===== src/matrix_defines.svh =====
// Sizes, register map and command word layout for the matrix calculator
// Slot and index widths are derived from MAT_SLOTS and MAT_DIM in matrix_pkg
// Both must stay powers of two for the packed element address to work
`ifndef MATRIX_DEFINES_SVH
`define MATRIX_DEFINES_SVH

`define MAT_SLOTS        4
`define MAT_DIM          4
`define ELEM_W           16
`define AXI_ADDR_W       12
`define AXI_DATA_W       32

// Register indices in the register space
`define REG_CMD          3'd0
`define REG_STATUS       3'd1

// Command word fields, lsb positions
`define CMD_OP_LSB       0
`define CMD_SRC_A_LSB    2
`define CMD_SRC_B_LSB    4
`define CMD_DST_LSB      6
`define CMD_ROWS_LSB     8
`define CMD_COLS_LSB     10
`define CMD_SCALAR_LSB   12

`define STATUS_BUSY_BIT  0
`define STATUS_ERR_BIT   1

`endif


===== src/matrix_pkg.sv =====
// Types shared by the matrix calculator blocks
// The AXI address layout assumes four slots of at most 4 x 4 elements
`include "matrix_defines.svh"

package matrix_pkg;

  localparam int SLOT_W = $clog2(`MAT_SLOTS);
  localparam int IDX_W  = $clog2(`MAT_DIM);
  localparam int OP_W   = 2;

  localparam logic [1:0] RESP_OKAY   = 2'b00;
  localparam logic [1:0] RESP_SLVERR = 2'b10;

  typedef enum logic [OP_W-1:0] {
    OP_ADD       = 2'd0,
    OP_SUB       = 2'd1,
    OP_SCALE     = 2'd2,
    OP_TRANSPOSE = 2'd3
  } op_t;

  // Store address as {slot, row, col}
  typedef logic [SLOT_W+2*IDX_W-1:0] elem_addr_t;

  // Element space, selected by space = 1
  typedef struct packed {
    logic              space;
    logic [1:0]        pad_hi;
    logic [SLOT_W-1:0] slot;
    logic [IDX_W-1:0]  row;
    logic [IDX_W-1:0]  col;
    logic              pad_lo;
    logic [1:0]        byte_off;
  } elem_view_t;

  // Register space, selected by space = 0
  typedef struct packed {
    logic       space;
    logic [5:0] pad;
    logic [2:0] index;
    logic [1:0] byte_off;
  } reg_view_t;

  typedef union packed {
    elem_view_t elem;
    reg_view_t  regs;
  } axil_addr_u;

endpackage


===== src/store_if.sv =====
// Read and write ports of the element store
// Read data returns one cycle after the address is presented
`timescale 1ns/1ns
`include "matrix_defines.svh"

interface store_if import matrix_pkg::*; ();

  // Read ports, A is shared between the host and the command walk
  elem_addr_t         rd_a_addr;
  elem_addr_t         rd_b_addr;
  logic [`ELEM_W-1:0] rd_a_data;
  logic [`ELEM_W-1:0] rd_b_data;

  // Host element writes from the AXI side
  logic               host_wr_en;
  elem_addr_t         host_wr_addr;
  logic [`ELEM_W-1:0] host_wr_data;

  // Result writes from the ALU
  logic               res_wr_en;
  elem_addr_t         res_wr_addr;
  logic [`ELEM_W-1:0] res_wr_data;

  modport ctrl (output rd_a_addr, rd_b_addr, host_wr_en, host_wr_addr, host_wr_data,
                input  rd_a_data);
  modport alu  (output res_wr_en, res_wr_addr, res_wr_data,
                input  rd_a_data, rd_b_data);
  modport store (input  rd_a_addr, rd_b_addr, host_wr_en, host_wr_addr, host_wr_data,
                 input  res_wr_en, res_wr_addr, res_wr_data,
                 output rd_a_data, rd_b_data);

endinterface


===== src/calc_ctrl.sv =====
// AXI4-Lite slave, register decode and command walk
// One write and one read in flight at a time; wstrb is ignored
// Element access and command writes while busy answer SLVERR
// A host element read takes read port A for one cycle and stalls the walk
`timescale 1ns/1ns
`include "matrix_defines.svh"

module calc_ctrl import matrix_pkg::*; (
  input  logic                   clk,
  input  logic                   reset,
  input  logic                   s_axil_awvalid,
  output logic                   s_axil_awready,
  input  logic [`AXI_ADDR_W-1:0] s_axil_awaddr,
  input  logic                   s_axil_wvalid,
  output logic                   s_axil_wready,
  input  logic [`AXI_DATA_W-1:0] s_axil_wdata,
  input  logic [3:0]             s_axil_wstrb,
  output logic                   s_axil_bvalid,
  input  logic                   s_axil_bready,
  output logic [1:0]             s_axil_bresp,
  input  logic                   s_axil_arvalid,
  output logic                   s_axil_arready,
  input  logic [`AXI_ADDR_W-1:0] s_axil_araddr,
  output logic                   s_axil_rvalid,
  input  logic                   s_axil_rready,
  output logic [`AXI_DATA_W-1:0] s_axil_rdata,
  output logic [1:0]             s_axil_rresp,
  store_if.ctrl                  sif,
  output logic                   issue_valid,
  output op_t                    issue_op,
  output logic [`ELEM_W-1:0]     issue_scalar,
  output elem_addr_t             issue_dst,
  input  logic                   alu_idle
);

  axil_addr_u             aw_addr;
  axil_addr_u             ar_addr;
  logic                   wr_hs;
  logic                   ar_hs;
  logic                   wr_is_cmd;
  logic                   cmd_accept;
  logic                   wr_accept_next;
  logic [1:0]             wr_resp;
  logic [1:0]             ar_resp;
  logic [`AXI_DATA_W-1:0] reg_rdata;
  logic                   busy;
  logic                   err;
  logic                   walking;
  logic [`AXI_DATA_W-1:0] cmd_q;
  op_t                    cmd_op;
  logic [IDX_W-1:0]       row_q;
  logic [IDX_W-1:0]       col_q;
  logic [IDX_W-1:0]       dst_rows_m1;
  logic [IDX_W-1:0]       dst_cols_m1;
  logic [IDX_W-1:0]       a_row;
  logic [IDX_W-1:0]       a_col;
  logic                   rd_s1;
  logic                   rd_s2;
  logic                   rd_elem;
  logic [1:0]             rd_resp;
  logic [`AXI_DATA_W-1:0] rd_data;
  elem_addr_t             rd_addr;
  logic                   host_rd_port;

  // ==========================================================================
  // Address decode and responses
  // ==========================================================================
  assign aw_addr    = s_axil_awaddr;
  assign ar_addr    = s_axil_araddr;
  assign wr_hs      = s_axil_awready && s_axil_awvalid && s_axil_wvalid;
  assign ar_hs      = s_axil_arready && s_axil_arvalid;
  assign wr_is_cmd  = !aw_addr.regs.space && (aw_addr.regs.index == `REG_CMD);
  assign cmd_accept = wr_hs && wr_is_cmd && !busy;

  always_comb begin
    wr_resp = RESP_OKAY;
    if (aw_addr.elem.space || wr_is_cmd) begin
      if (busy) wr_resp = RESP_SLVERR;
    end else begin
      // Status is read only
      wr_resp = RESP_SLVERR;
    end
  end

  always_comb begin
    ar_resp   = RESP_OKAY;
    reg_rdata = '0;
    if (ar_addr.elem.space) begin
      if (busy) ar_resp = RESP_SLVERR;
    end else if (ar_addr.regs.index == `REG_CMD) begin
      reg_rdata = cmd_q;
    end else if (ar_addr.regs.index == `REG_STATUS) begin
      reg_rdata[`STATUS_BUSY_BIT] = busy;
      reg_rdata[`STATUS_ERR_BIT]  = err;
    end else begin
      ar_resp = RESP_SLVERR;
    end
  end

  // Host element writes go straight to the store on the handshake
  assign sif.host_wr_en   = wr_hs && aw_addr.elem.space && !busy;
  assign sif.host_wr_addr = {aw_addr.elem.slot, aw_addr.elem.row, aw_addr.elem.col};
  assign sif.host_wr_data = s_axil_wdata[`ELEM_W-1:0];

  // ==========================================================================
  // Write channel
  // ==========================================================================
  assign wr_accept_next = s_axil_awvalid && s_axil_wvalid && !s_axil_bvalid &&
                          !s_axil_awready;

  always_ff @(posedge clk) begin
    if (reset) begin
      s_axil_awready <= 1'b0;
      s_axil_wready  <= 1'b0;
      s_axil_bvalid  <= 1'b0;
    end else begin
      s_axil_awready <= wr_accept_next;
      s_axil_wready  <= wr_accept_next;
      if (wr_hs) begin
        s_axil_bvalid <= 1'b1;
      end else if (s_axil_bready) begin
        s_axil_bvalid <= 1'b0;
      end
    end
  end

  always_ff @(posedge clk) begin
    if (wr_hs) s_axil_bresp <= wr_resp;
  end

  // ==========================================================================
  // Read channel, two stages to cover the store latency
  // ==========================================================================
  always_ff @(posedge clk) begin
    if (reset) begin
      s_axil_arready <= 1'b0;
      s_axil_rvalid  <= 1'b0;
      rd_s1          <= 1'b0;
      rd_s2          <= 1'b0;
    end else begin
      rd_s1 <= ar_hs;
      rd_s2 <= rd_s1;
      if (ar_hs) begin
        s_axil_arready <= 1'b0;
      end else if (!rd_s1 && !rd_s2 && (!s_axil_rvalid || s_axil_rready)) begin
        s_axil_arready <= 1'b1;
      end
      if (rd_s2) begin
        s_axil_rvalid <= 1'b1;
      end else if (s_axil_rready) begin
        s_axil_rvalid <= 1'b0;
      end
    end
  end

  always_ff @(posedge clk) begin
    if (ar_hs) begin
      rd_elem <= ar_addr.elem.space && !busy;
      rd_resp <= ar_resp;
      rd_data <= reg_rdata;
      rd_addr <= {ar_addr.elem.slot, ar_addr.elem.row, ar_addr.elem.col};
    end
    if (rd_s2) begin
      s_axil_rresp <= rd_resp;
      // Elements are sign extended to the bus width
      s_axil_rdata <= rd_elem ?
        {{(`AXI_DATA_W-`ELEM_W){sif.rd_a_data[`ELEM_W-1]}}, sif.rd_a_data} : rd_data;
    end
  end

  // ==========================================================================
  // Command walk over the destination, row major
  // ==========================================================================
  assign cmd_op      = op_t'(cmd_q[`CMD_OP_LSB +: OP_W]);
  assign dst_rows_m1 = (cmd_op == OP_TRANSPOSE) ? cmd_q[`CMD_COLS_LSB +: IDX_W] :
                                                  cmd_q[`CMD_ROWS_LSB +: IDX_W];
  assign dst_cols_m1 = (cmd_op == OP_TRANSPOSE) ? cmd_q[`CMD_ROWS_LSB +: IDX_W] :
                                                  cmd_q[`CMD_COLS_LSB +: IDX_W];
  // Transpose reads A at the swapped index
  assign a_row = (cmd_op == OP_TRANSPOSE) ? col_q : row_q;
  assign a_col = (cmd_op == OP_TRANSPOSE) ? row_q : col_q;

  assign host_rd_port  = rd_s1 && rd_elem;
  assign issue_valid   = walking && !host_rd_port;
  assign issue_op      = cmd_op;
  assign issue_scalar  = cmd_q[`CMD_SCALAR_LSB +: `ELEM_W];
  assign issue_dst     = {cmd_q[`CMD_DST_LSB +: SLOT_W], row_q, col_q};
  assign sif.rd_a_addr = host_rd_port ? rd_addr : {cmd_q[`CMD_SRC_A_LSB +: SLOT_W], a_row, a_col};
  assign sif.rd_b_addr = {cmd_q[`CMD_SRC_B_LSB +: SLOT_W], row_q, col_q};

  always_ff @(posedge clk) begin
    if (reset) begin
      busy    <= 1'b0;
      walking <= 1'b0;
      err     <= 1'b0;
      cmd_q   <= '0;
      row_q   <= '0;
      col_q   <= '0;
    end else begin
      if (cmd_accept) begin
        cmd_q   <= s_axil_wdata;
        busy    <= 1'b1;
        walking <= 1'b1;
        row_q   <= '0;
        col_q   <= '0;
      end else begin
        if (issue_valid) begin
          if (col_q == dst_cols_m1) begin
            col_q <= '0;
            if (row_q == dst_rows_m1) begin
              walking <= 1'b0;
            end else begin
              row_q <= row_q + 1'b1;
            end
          end else begin
            col_q <= col_q + 1'b1;
          end
        end
        // Wait for the last results to land in the store
        if (busy && !walking && alu_idle) busy <= 1'b0;
      end
      if ((wr_hs && wr_resp == RESP_SLVERR) || (ar_hs && ar_resp == RESP_SLVERR)) begin
        err <= 1'b1;
      end else if (cmd_accept) begin
        err <= 1'b0;
      end
    end
  end

  // Read data comes back two cycles after the address handshake
  a_rvalid_after_ar : assert property (@(posedge clk) disable iff (reset)
    $rose(s_axil_rvalid) |-> $past(ar_hs, 3));

  a_issue_only_busy : assert property (@(posedge clk) disable iff (reset)
    issue_valid |-> busy);

endmodule


===== src/matrix_alu.sv =====
// Two stage element pipeline behind the store read ports
// Stage one lines up the issue fields with the read data
// Stage two computes and writes one result per cycle, no back-pressure
// Arithmetic wraps modulo 2^ELEM_W
`timescale 1ns/1ns
`include "matrix_defines.svh"

module matrix_alu import matrix_pkg::*; (
  input  logic               clk,
  input  logic               reset,
  input  logic               issue_valid,
  input  op_t                issue_op,
  input  logic [`ELEM_W-1:0] issue_scalar,
  input  elem_addr_t         issue_dst,
  store_if.alu               sif,
  output logic               alu_idle
);

  logic               s1_valid;
  op_t                s1_op;
  logic [`ELEM_W-1:0] s1_scalar;
  elem_addr_t         s1_dst;
  logic [`ELEM_W-1:0] result;

  always_ff @(posedge clk) begin
    if (reset) begin
      s1_valid      <= 1'b0;
      sif.res_wr_en <= 1'b0;
    end else begin
      s1_valid      <= issue_valid;
      sif.res_wr_en <= s1_valid;
    end
  end

  always_ff @(posedge clk) begin
    s1_op           <= issue_op;
    s1_scalar       <= issue_scalar;
    s1_dst          <= issue_dst;
    sif.res_wr_addr <= s1_dst;
    sif.res_wr_data <= result;
  end

  always_comb begin
    case (s1_op)
      OP_ADD:   result = sif.rd_a_data + sif.rd_b_data;
      OP_SUB:   result = sif.rd_a_data - sif.rd_b_data;
      // Low half of the product
      OP_SCALE: result = sif.rd_a_data * s1_scalar;
      default:  result = sif.rd_a_data;
    endcase
  end

  assign alu_idle = !s1_valid && !sif.res_wr_en;

  // Each issued element reaches the store write port two cycles later
  a_issue_to_write : assert property (@(posedge clk) disable iff (reset)
    sif.res_wr_en == $past(issue_valid, 2));

endmodule


===== src/matrix_calc_top.sv =====
// Matrix calculator core behind a single AXI4-Lite slave port
// Write strobes are not supported and every write is treated as a full word
`timescale 1ns/1ns
`include "matrix_defines.svh"

module matrix_calc_top import matrix_pkg::*; (
  input  logic                   clk,
  input  logic                   reset,
  input  logic                   s_axil_awvalid,
  output logic                   s_axil_awready,
  input  logic [`AXI_ADDR_W-1:0] s_axil_awaddr,
  input  logic                   s_axil_wvalid,
  output logic                   s_axil_wready,
  input  logic [`AXI_DATA_W-1:0] s_axil_wdata,
  input  logic [3:0]             s_axil_wstrb,
  output logic                   s_axil_bvalid,
  input  logic                   s_axil_bready,
  output logic [1:0]             s_axil_bresp,
  input  logic                   s_axil_arvalid,
  output logic                   s_axil_arready,
  input  logic [`AXI_ADDR_W-1:0] s_axil_araddr,
  output logic                   s_axil_rvalid,
  input  logic                   s_axil_rready,
  output logic [`AXI_DATA_W-1:0] s_axil_rdata,
  output logic [1:0]             s_axil_rresp
);

  // Issue stream from the controller to the ALU
  logic               issue_valid;
  op_t                issue_op;
  logic [`ELEM_W-1:0] issue_scalar;
  elem_addr_t         issue_dst;
  logic               alu_idle;

  store_if sif ();

  calc_ctrl u_ctrl (
    .clk            (clk),
    .reset          (reset),
    .s_axil_awvalid (s_axil_awvalid),
    .s_axil_awready (s_axil_awready),
    .s_axil_awaddr  (s_axil_awaddr),
    .s_axil_wvalid  (s_axil_wvalid),
    .s_axil_wready  (s_axil_wready),
    .s_axil_wdata   (s_axil_wdata),
    .s_axil_wstrb   (s_axil_wstrb),
    .s_axil_bvalid  (s_axil_bvalid),
    .s_axil_bready  (s_axil_bready),
    .s_axil_bresp   (s_axil_bresp),
    .s_axil_arvalid (s_axil_arvalid),
    .s_axil_arready (s_axil_arready),
    .s_axil_araddr  (s_axil_araddr),
    .s_axil_rvalid  (s_axil_rvalid),
    .s_axil_rready  (s_axil_rready),
    .s_axil_rdata   (s_axil_rdata),
    .s_axil_rresp   (s_axil_rresp),
    .sif            (sif.ctrl),
    .issue_valid    (issue_valid),
    .issue_op       (issue_op),
    .issue_scalar   (issue_scalar),
    .issue_dst      (issue_dst),
    .alu_idle       (alu_idle)
  );

  matrix_store u_store (
    .clk   (clk),
    .reset (reset),
    .sif   (sif.store)
  );

  matrix_alu u_alu (
    .clk          (clk),
    .reset        (reset),
    .issue_valid  (issue_valid),
    .issue_op     (issue_op),
    .issue_scalar (issue_scalar),
    .issue_dst    (issue_dst),
    .sif          (sif.alu),
    .alu_idle     (alu_idle)
  );

endmodule


===== src/matrix_store.sv =====
// Element memory for all matrix slots, cleared to zero on reset
// Two registered read ports with one cycle of latency
// Host and result writes share the array and must not coincide
`timescale 1ns/1ns
`include "matrix_defines.svh"

module matrix_store import matrix_pkg::*; (
  input  logic  clk,
  input  logic  reset,
  store_if.store sif
);

  // One entry per slot, row and column
  localparam int DEPTH = 2 ** $bits(elem_addr_t);

  logic [`ELEM_W-1:0] mem [DEPTH];

  always_ff @(posedge clk) begin
    if (reset) begin
      for (int i = 0; i < DEPTH; i++) begin
        mem[i] <= '0;
      end
    end else begin
      if (sif.host_wr_en) begin
        mem[sif.host_wr_addr] <= sif.host_wr_data;
      end
      if (sif.res_wr_en) begin
        mem[sif.res_wr_addr] <= sif.res_wr_data;
      end
    end
  end

  // Read ports
  always_ff @(posedge clk) begin
    sif.rd_a_data <= mem[sif.rd_a_addr];
    sif.rd_b_data <= mem[sif.rd_b_addr];
  end

  // Host writes are refused while a command runs
  a_one_writer : assert property (@(posedge clk) disable iff (reset)
    !(sif.host_wr_en && sif.res_wr_en));

endmodule


===== config.mk =====
export PLATFORM = sky130hd
export DESIGN_NAME = matrix_calc_top
export DESIGN_NICKNAME = d
export VERILOG_FILES = /design/src/matrix_pkg.sv /design/src/store_if.sv /design/src/calc_ctrl.sv /design/src/matrix_alu.sv /design/src/matrix_calc_top.sv /design/src/matrix_store.sv
export VERILOG_INCLUDE_DIRS = /design/src
export SDC_FILE = /design/constraint.sdc
export NUM_CORES = 2
export LEC_CHECK = 0
export BUFFER_PORTS_ARGS = -buffer_cell sky130_fd_sc_hd__buf_2
export CAP_MARGIN = 10
export CELL_PAD_IN_SITES_DETAIL_PLACEMENT = 0
export CELL_PAD_IN_SITES_GLOBAL_PLACEMENT = 2
export CORE_AREA = 2 2 388 390
export DETAILED_ROUTE_END_ITERATION = 16
export DIE_AREA = 0 0 390 392
export GPL_TIMING_DRIVEN = 0
export HOLD_SLACK_MARGIN = 0.06
export PLACE_DENSITY_LB_ADDON = 0.25
export SLEW_MARGIN = 20
export SYNTH_ARGS = -nofsm -noshare
export SYNTH_HDL_FRONTEND = slang
export SYNTH_SLANG_ARGS = --single-unit

===== constraint.sdc =====
create_clock -name clk -period 17 [get_ports clk]
set_input_delay 0.85 -clock clk [delete_from_list [all_inputs] [get_ports clk]]
set_output_delay 0.85 -clock clk [all_outputs]
set_load 0.02 [all_outputs]

== Yosys cells after proc, flatten, opt, wreduce, memory -nomap -nowiden ==
Memory sizes are Yosys's and may differ from the RTL's. A register that Yosys moved wholly into a read port is not among the register bits.
Index checks and enable logic that the tools add are counted.

* Register bits: 170
* Memory bits (writable): 1024
* Bits of input ports: 67
* Logic and storage cells: 136
* Memories kept: 1

{| class="wikitable"
|+ Memory list
! memory !! depth !! bits a word !! read ports !! clocked after Yosys merged registers in !! wr ports !! RTL line !! source
|-
| u_store.mem || 64 || 16 || 2 || 2 || 64 || matrix_store.sv:16 || <nowiki>logic [`ELEM_W-1:0] mem [DEPTH];</nowiki>
|}

* Add/sub/neg operators: 4
* $mul: 1
* Eq/ne operators: 8
* Multiplexer cells: 41
* Bitwise gates (word level): 2
* Reduce and logical (&&, ||, !) cells: 52

{| class="wikitable"
|+ Operator list
! operator !! number
|-
| $pmux 16 s3 || 1
|-
| $mux 16 || 2
|-
| $mux 32 || 1
|-
| $reduce_or 16->1 || 2
|-
| $mux 2 || 12
|-
| $mux 1 || 22
|-
| $logic_and 1x1->1 || 21
|-
| $mux 6 || 3
|-
| $add 16x16->16 || 1
|-
| $mul 16x16->16 || 1
|-
| $sub 16x16->16 || 1
|-
| $reduce_bool 2->1 || 7
|-
| $logic_not 1->1 || 11
|-
| $eq 2x2->1 const B || 4
|-
| $logic_not 3->1 || 2
|-
| $reduce_and 3->1 || 2
|-
| $reduce_or 2->1 || 3
|-
| $add 2x1->2 const B || 2
|-
| $eq 2x2->1 || 2
|-
| $eq 3x1->1 const B || 1
|-
| $logic_or 1x1->1 || 3
|-
| $eq 2x1->1 const B || 1
|-
| $logic_not 2->1 || 1
|-
| $not 1->1 || 2
|}

== Longest topological paths before layout ==
* Depth after elaboration: 9
* Gate-level depth with buffers: 21
* Gate-level depth less buffers: 20

== Modules after synthesis ==
A second synthesis with hierarchy kept.

* Cell total of the unflattened synthesis: 5135
* Area total of the unflattened synthesis: 71098.2 um^2

{| class="wikitable"
|+ Modules (own cells, without submodules)
! module !! times used !! cells each !! area each (um^2) !! sequential area each (um^2)
|-
| matrix_store || 1 || 3956 || 59756.1 || 31390.1
|-
| matrix_alu || 1 || 719 || 6229.7 || 960.9
|-
| calc_ctrl || 1 || 460 || 5112.4 || 3123.0
|}

== Worst setup path before layout ==
OpenSTA, ideal clock, no wires.

* Kind: register to register
* Start: reg u_store.sif.rd_a_data[1], read port of u_store.mem
* End: reg u_alu.sif.res_wr_data[14]
* Library setup time: 58 ps
* Arrival: 5419 ps
* Required time: 16942 ps
* Slack: 11523 ps
* Stages on the path, launching flop included: 20
* Clock period less this slack: 5477 ps
* Path through: dfxtp_1 clkbuf_1 and2_1 fa_1 fa_1 ha_1 fa_1 inv_1 fa_1 fa_1 inv_1 ha_1 or3_1 a311oi_1 nor3_1 a2111oi_0 a21oi_1 xnor2_1 o211ai_1 o21a_1

* Cells in the longest elaborated chain, start to end: 2

{| class="wikitable"
|+ Ends and longest elaborated chain
! element !! RTL line !! source
|-
| start: declaration || store_if.sv:30 || <nowiki>output rd_a_data, rd_b_data);</nowiki>
|-
| $mul 16x16->16 (tied with other cells) || matrix_alu.sv:48 || <nowiki>OP_SCALE: result = sif.rd_a_data * s1_scalar;</nowiki>
|-
| $pmux 16 s3 (*) || matrix_alu.sv:44 || <nowiki>case (s1_op)</nowiki>
|-
| via u_alu.result[14] || matrix_alu.sv:23 || <nowiki>logic [`ELEM_W-1:0] result;</nowiki>
|-
| end signal: assignment || matrix_alu.sv:40 || <nowiki>sif.res_wr_data <= result;</nowiki>
|-
| end: declaration || store_if.sv:26 || <nowiki>modport alu (output res_wr_en, res_wr_addr, res_wr_data,</nowiki>
|}

The timed path passes the listed nets; every way through them passes the cells marked *.
A chain may end at the register's enable or synchronous reset.

== Worst setup path after layout ==
* Start: reg u_ctrl.col_q[0]
* End: reg u_store.sif.rd_a_data[13], read port of u_store.mem

* Cells in the longest elaborated chain, start to end: 2

{| class="wikitable"
|+ Ends and longest elaborated chain
! element !! RTL line !! source
|-
| start: declaration || calc_ctrl.sv:52 || <nowiki>logic [IDX_W-1:0] col_q;</nowiki>
|-
| start signal: assignment || calc_ctrl.sv:216 || <nowiki>col_q <= col_q + 1'b1;</nowiki>
|-
| $mux 2, on equally long branches || calc_ctrl.sv:181, calc_ctrl.sv:180 ||
|-
| $mux 6 (*) || calc_ctrl.sv:188 || <nowiki>assign sif.rd_a_addr = host_rd_port ? rd_addr : {cmd_q[`CMD_SRC_A_LSB +: SLOT_W], a_row, a_col};</nowiki>
|}

Every way passes the cells marked *; elsewhere a longest branch is shown, timed or not.

==> impl_metrics.json <==
{
  "synth_ff_type": "edfxtp_1",
  "h-tree-depth": 4,
  "tightest_slew_ns": 1.39,
  "hold-worst-slack_ns": 0.207,
  "vias": 61400,
  "dr_wl_met3_um": 61100,
  "drive_gt1_share_pct": 16.9,
  "crit_chain": "buf_2 > buf_4 > nand3_1 > a31oi_1 > nor2_1 > nand2_2 > clkbuf_1 > a21oi_1 > nor4_2 > nand4_1 > nor3_1",
  "place_ws_ns": 10.23,
  "start_kind": "flip-flop",
  "drcViolationCount": 0,
  "cts_tree": "built",
  "start_util_pct": 47.7,
  "cp_top_family": "simple AND/OR/NAND/NOR gates",
  "final_common_cell": "edfxtp_1",
  "async_flop_share_pct": 0,
  "cp_max_fo": 10,
  "path_class": "flip-flop to flip-flop",
  "io-pin-count": 108,
  "overflow": 0,
  "die-area_um2": 153000,
  "placed_cell_area_um2": 76000,
  "ys_ff_latch": 1223,
  "grt_setup_unrepaired": "no",
  "slew_headroom_pct": 7.01,
  "placement.io_buffers": 73,
  "netlist_instances": 6065,
  "synthTopCellsByArea": "edfxtp_1, mux4_2, a22o_1, nand2_1, dfxtp_1",
  "dieHeight_um": 392,
  "final.setup.tns_ns": 0,
  "hold_violations": 0,
  "cts_sinks": 1223,
  "track_usage_pct": 48.4,
  "met2_length_um": 149000,
  "critPathArrivalTime_ns": 7.52,
  "ys_seq_area_share_pct": 50.0,
  "finalInstanceArea_um2": 80700,
  "required_ns": 17.65,
  "dr.max_layer_used": "met5",
  "synth_top_area_share_pct": 46.4,
  "area_growth_pct": 13.6,
  "syn_avg_cell_area_um2": 11.7,
  "wl_per_cell_um": 44.2,
  "yosysWarnings": 0,
  "cts_root_buffer": "clkbuf_16",
  "routed_wl_um": 373000,
  "rows": 142,
  "status": "finished clean",
  "max_freq_ghz": 0.146,
  "post-cts-setup-buffer-count": 0,
  "crit_slowest_cell": "a31oi_1",
  "fin_worst_skew_ns": 0.0284,
  "yosysUniqueCellTypes": 66,
  "stdcell_count": 8458,
  "core_area_um2": 149000,
  "cts_buffer_depth": 3,
  "ctsResizeCount": 0,
  "gp_congestion": 1.13,
  "slowest_delay_ns": 1.09,
  "end_kind": "flip-flop",
  "grt_max_degree": 27,
  "final.min_clock_period_ns": 6.87,
  "grt_pass1_wl_um": 495000,
  "via_per_inst": 7.25,
  "irDropWorstVdd_v": 0.0000797,
  "period_share_pct": 40.4,
  "cts-hold-fix-buffers": 0,
  "grt_pass1_vias": 57200,
  "yosysTopAreaCell": "edfxtp_1",
  "wl_met1_um": 131000,
  "synth_edf_count": 1098,
  "clk-insertion-delay-late_ns": 0.84,
  "hp-class": "primary input to flip-flop",
  "most-common-layout-cells": "edfxtp_1, a22o_1, nand2_1",
  "drv_cap": 0,
  "drt_iter0_drc": 10300,
  "layout_setup_ws_ns": 10.13,
  "clkTransAtPathRegs_ns": 0.06,
  "drv_slew": 0,
  "dp_cells": 8184,
  "antenna_found_initial": 54,
  "dpl.hpwl_um": 290000,
  "nets": 6594,
  "setup_viol_count_final": 0,
  "ant_nets": 0,
  "die_w_um": 390,
  "power_density_nw_per_um2": 97.3,
  "cts_buffers": 138,
  "power_leakage_nw": 28.8,
  "worst-path-buf-inv": 3,
  "synth_area_um2": 71000,
  "drtPass1Iterations": 7
}
==> cell type report <==
cell class / count / area [um2]
diodes: 26 / 65.1
plain buffers: 681 / 2860
clock buffers: 185 / 3830
clock inverters: 62 / 692
fillers: 13000 / 68200
inverters: 143 / 537
multi-input cells: 4019 / 32700
flip-flops and latches: 1223 / 35500
well taps: 1944 / 2430
repair buffers: 175 / 2100
==> sequential cells by signal, summed over array words and instances (netlist names), 2 cells and up <==
signal	flops
u_store.sif.rd_a_data	16
u_ctrl.row_q	2
u_store.mem	1024
u_alu.s1_op	2
u_ctrl.s_axil_rdata	32
u_alu.sif.res_wr_addr	6
u_ctrl.cmd_q	32
u_ctrl.col_q	2
u_ctrl.rd_addr	6
u_alu.sif.res_wr_data	16
u_store.sif.rd_b_data	16
u_alu.s1_scalar	16
u_alu.s1_dst	6
u_ctrl.rd_data	32
==> routing by layer <==
| metal | GRT usage (%) | up-vias |
|---|---|---|
| met2 | 65.8 | 5259 |
| li1 | - | 23900 |
| met5 | 2.62 | - |
| met3 | 23.6 | 1142 |
| met4 | 33.6 | 42 |
| met1 | 59.7 | 31000 |
==> cell families (layout without fill, tap and decap cells) <==
kind of cell               count (synthesis)  after routing  synth area share (%)
AOI/OAI and AO/OA                       1479           1479                  16.2
xor gates and xnor gates                  68             68                 0.858
adders and majority gates                146            146                  3.43
buffers and inverters                    824           1246                  4.68
DFF                                     1223           1223                  50.0
muxes                                    429            429                  13.1
other                                      1             28               0.00528
and+or+nand+nor                         1895           1895                  11.8
==> per-stage QoR <==
| stage | util, % | power (mW) |
|---|---|---|
| after floorplan | - | 3.97 |
| after global placement | 49.6 | 4.60 |
| after detailed placement | 51.1 | 4.69 |
| after CTS | 54.1 | 7.71 |
| after global routing | 54.2 | 7.90 |
| final | 54.2 | 7.85 |
==> cells in the mapped netlist, types with 3 or more instances <==
cell type,n
a21o_1,9
a21oi_1,256
a22o_1,1024
a31o_2,3
a31oi_1,38
and2_1,103
and3b_1,3
buf_1,61
buf_2,94
buf_4,28
clkbuf_1,497
dfxtp_1,125
edfxtp_1,1098
fa_1,81
ha_1,65
inv_1,141
mux2_2,15
mux2i_1,13
mux4_2,401
nand2_1,983
nand2_2,3
nand2b_1,7
nand3_1,386
nand3b_1,9
nand4_1,20
nor2_1,218
nor2b_1,12
nor3_1,79
nor3_2,13
nor4_1,34
o211ai_1,6
o21a_1,5
o21ai_0,105
o21bai_1,3
o31ai_1,10
or2_2,3
or3_1,10
or4_1,3
xnor2_1,38
xor2_1,29
==> power by group <==
group	switching (mW)	total (mW)	internal (mW)	leakage, nW
Combinational	1.01	1.27	0.265	14.3
Sequential	0.0831	3.46	3.37	12.4
Clock	1.33	3.12	1.79	2.21
==> worst paths after layout <==
check / depth (start not counted) / slack [ns] / start / to
worst max-delay path: 11 / 10.13 / u_ctrl.col_q[0]$_SDFFE_PP0P_ / u_store.sif.rd_a_data[13]$_DFF_P_
worst min-delay path: 1 / 0.21 / s_axil_araddr[5] / u_ctrl.rd_addr[2]$_DFFE_PP_
worst max register to register: 11 / 10.13 / u_ctrl.col_q[0]$_SDFFE_PP0P_ / u_store.sif.rd_a_data[13]$_DFF_P_
worst min register to register: 0 / 0.32 / u_alu.s1_dst[0]$_DFF_P_ / u_alu.sif.res_wr_addr[0]$_DFF_P_
Power figures use the tool's default switching activity.
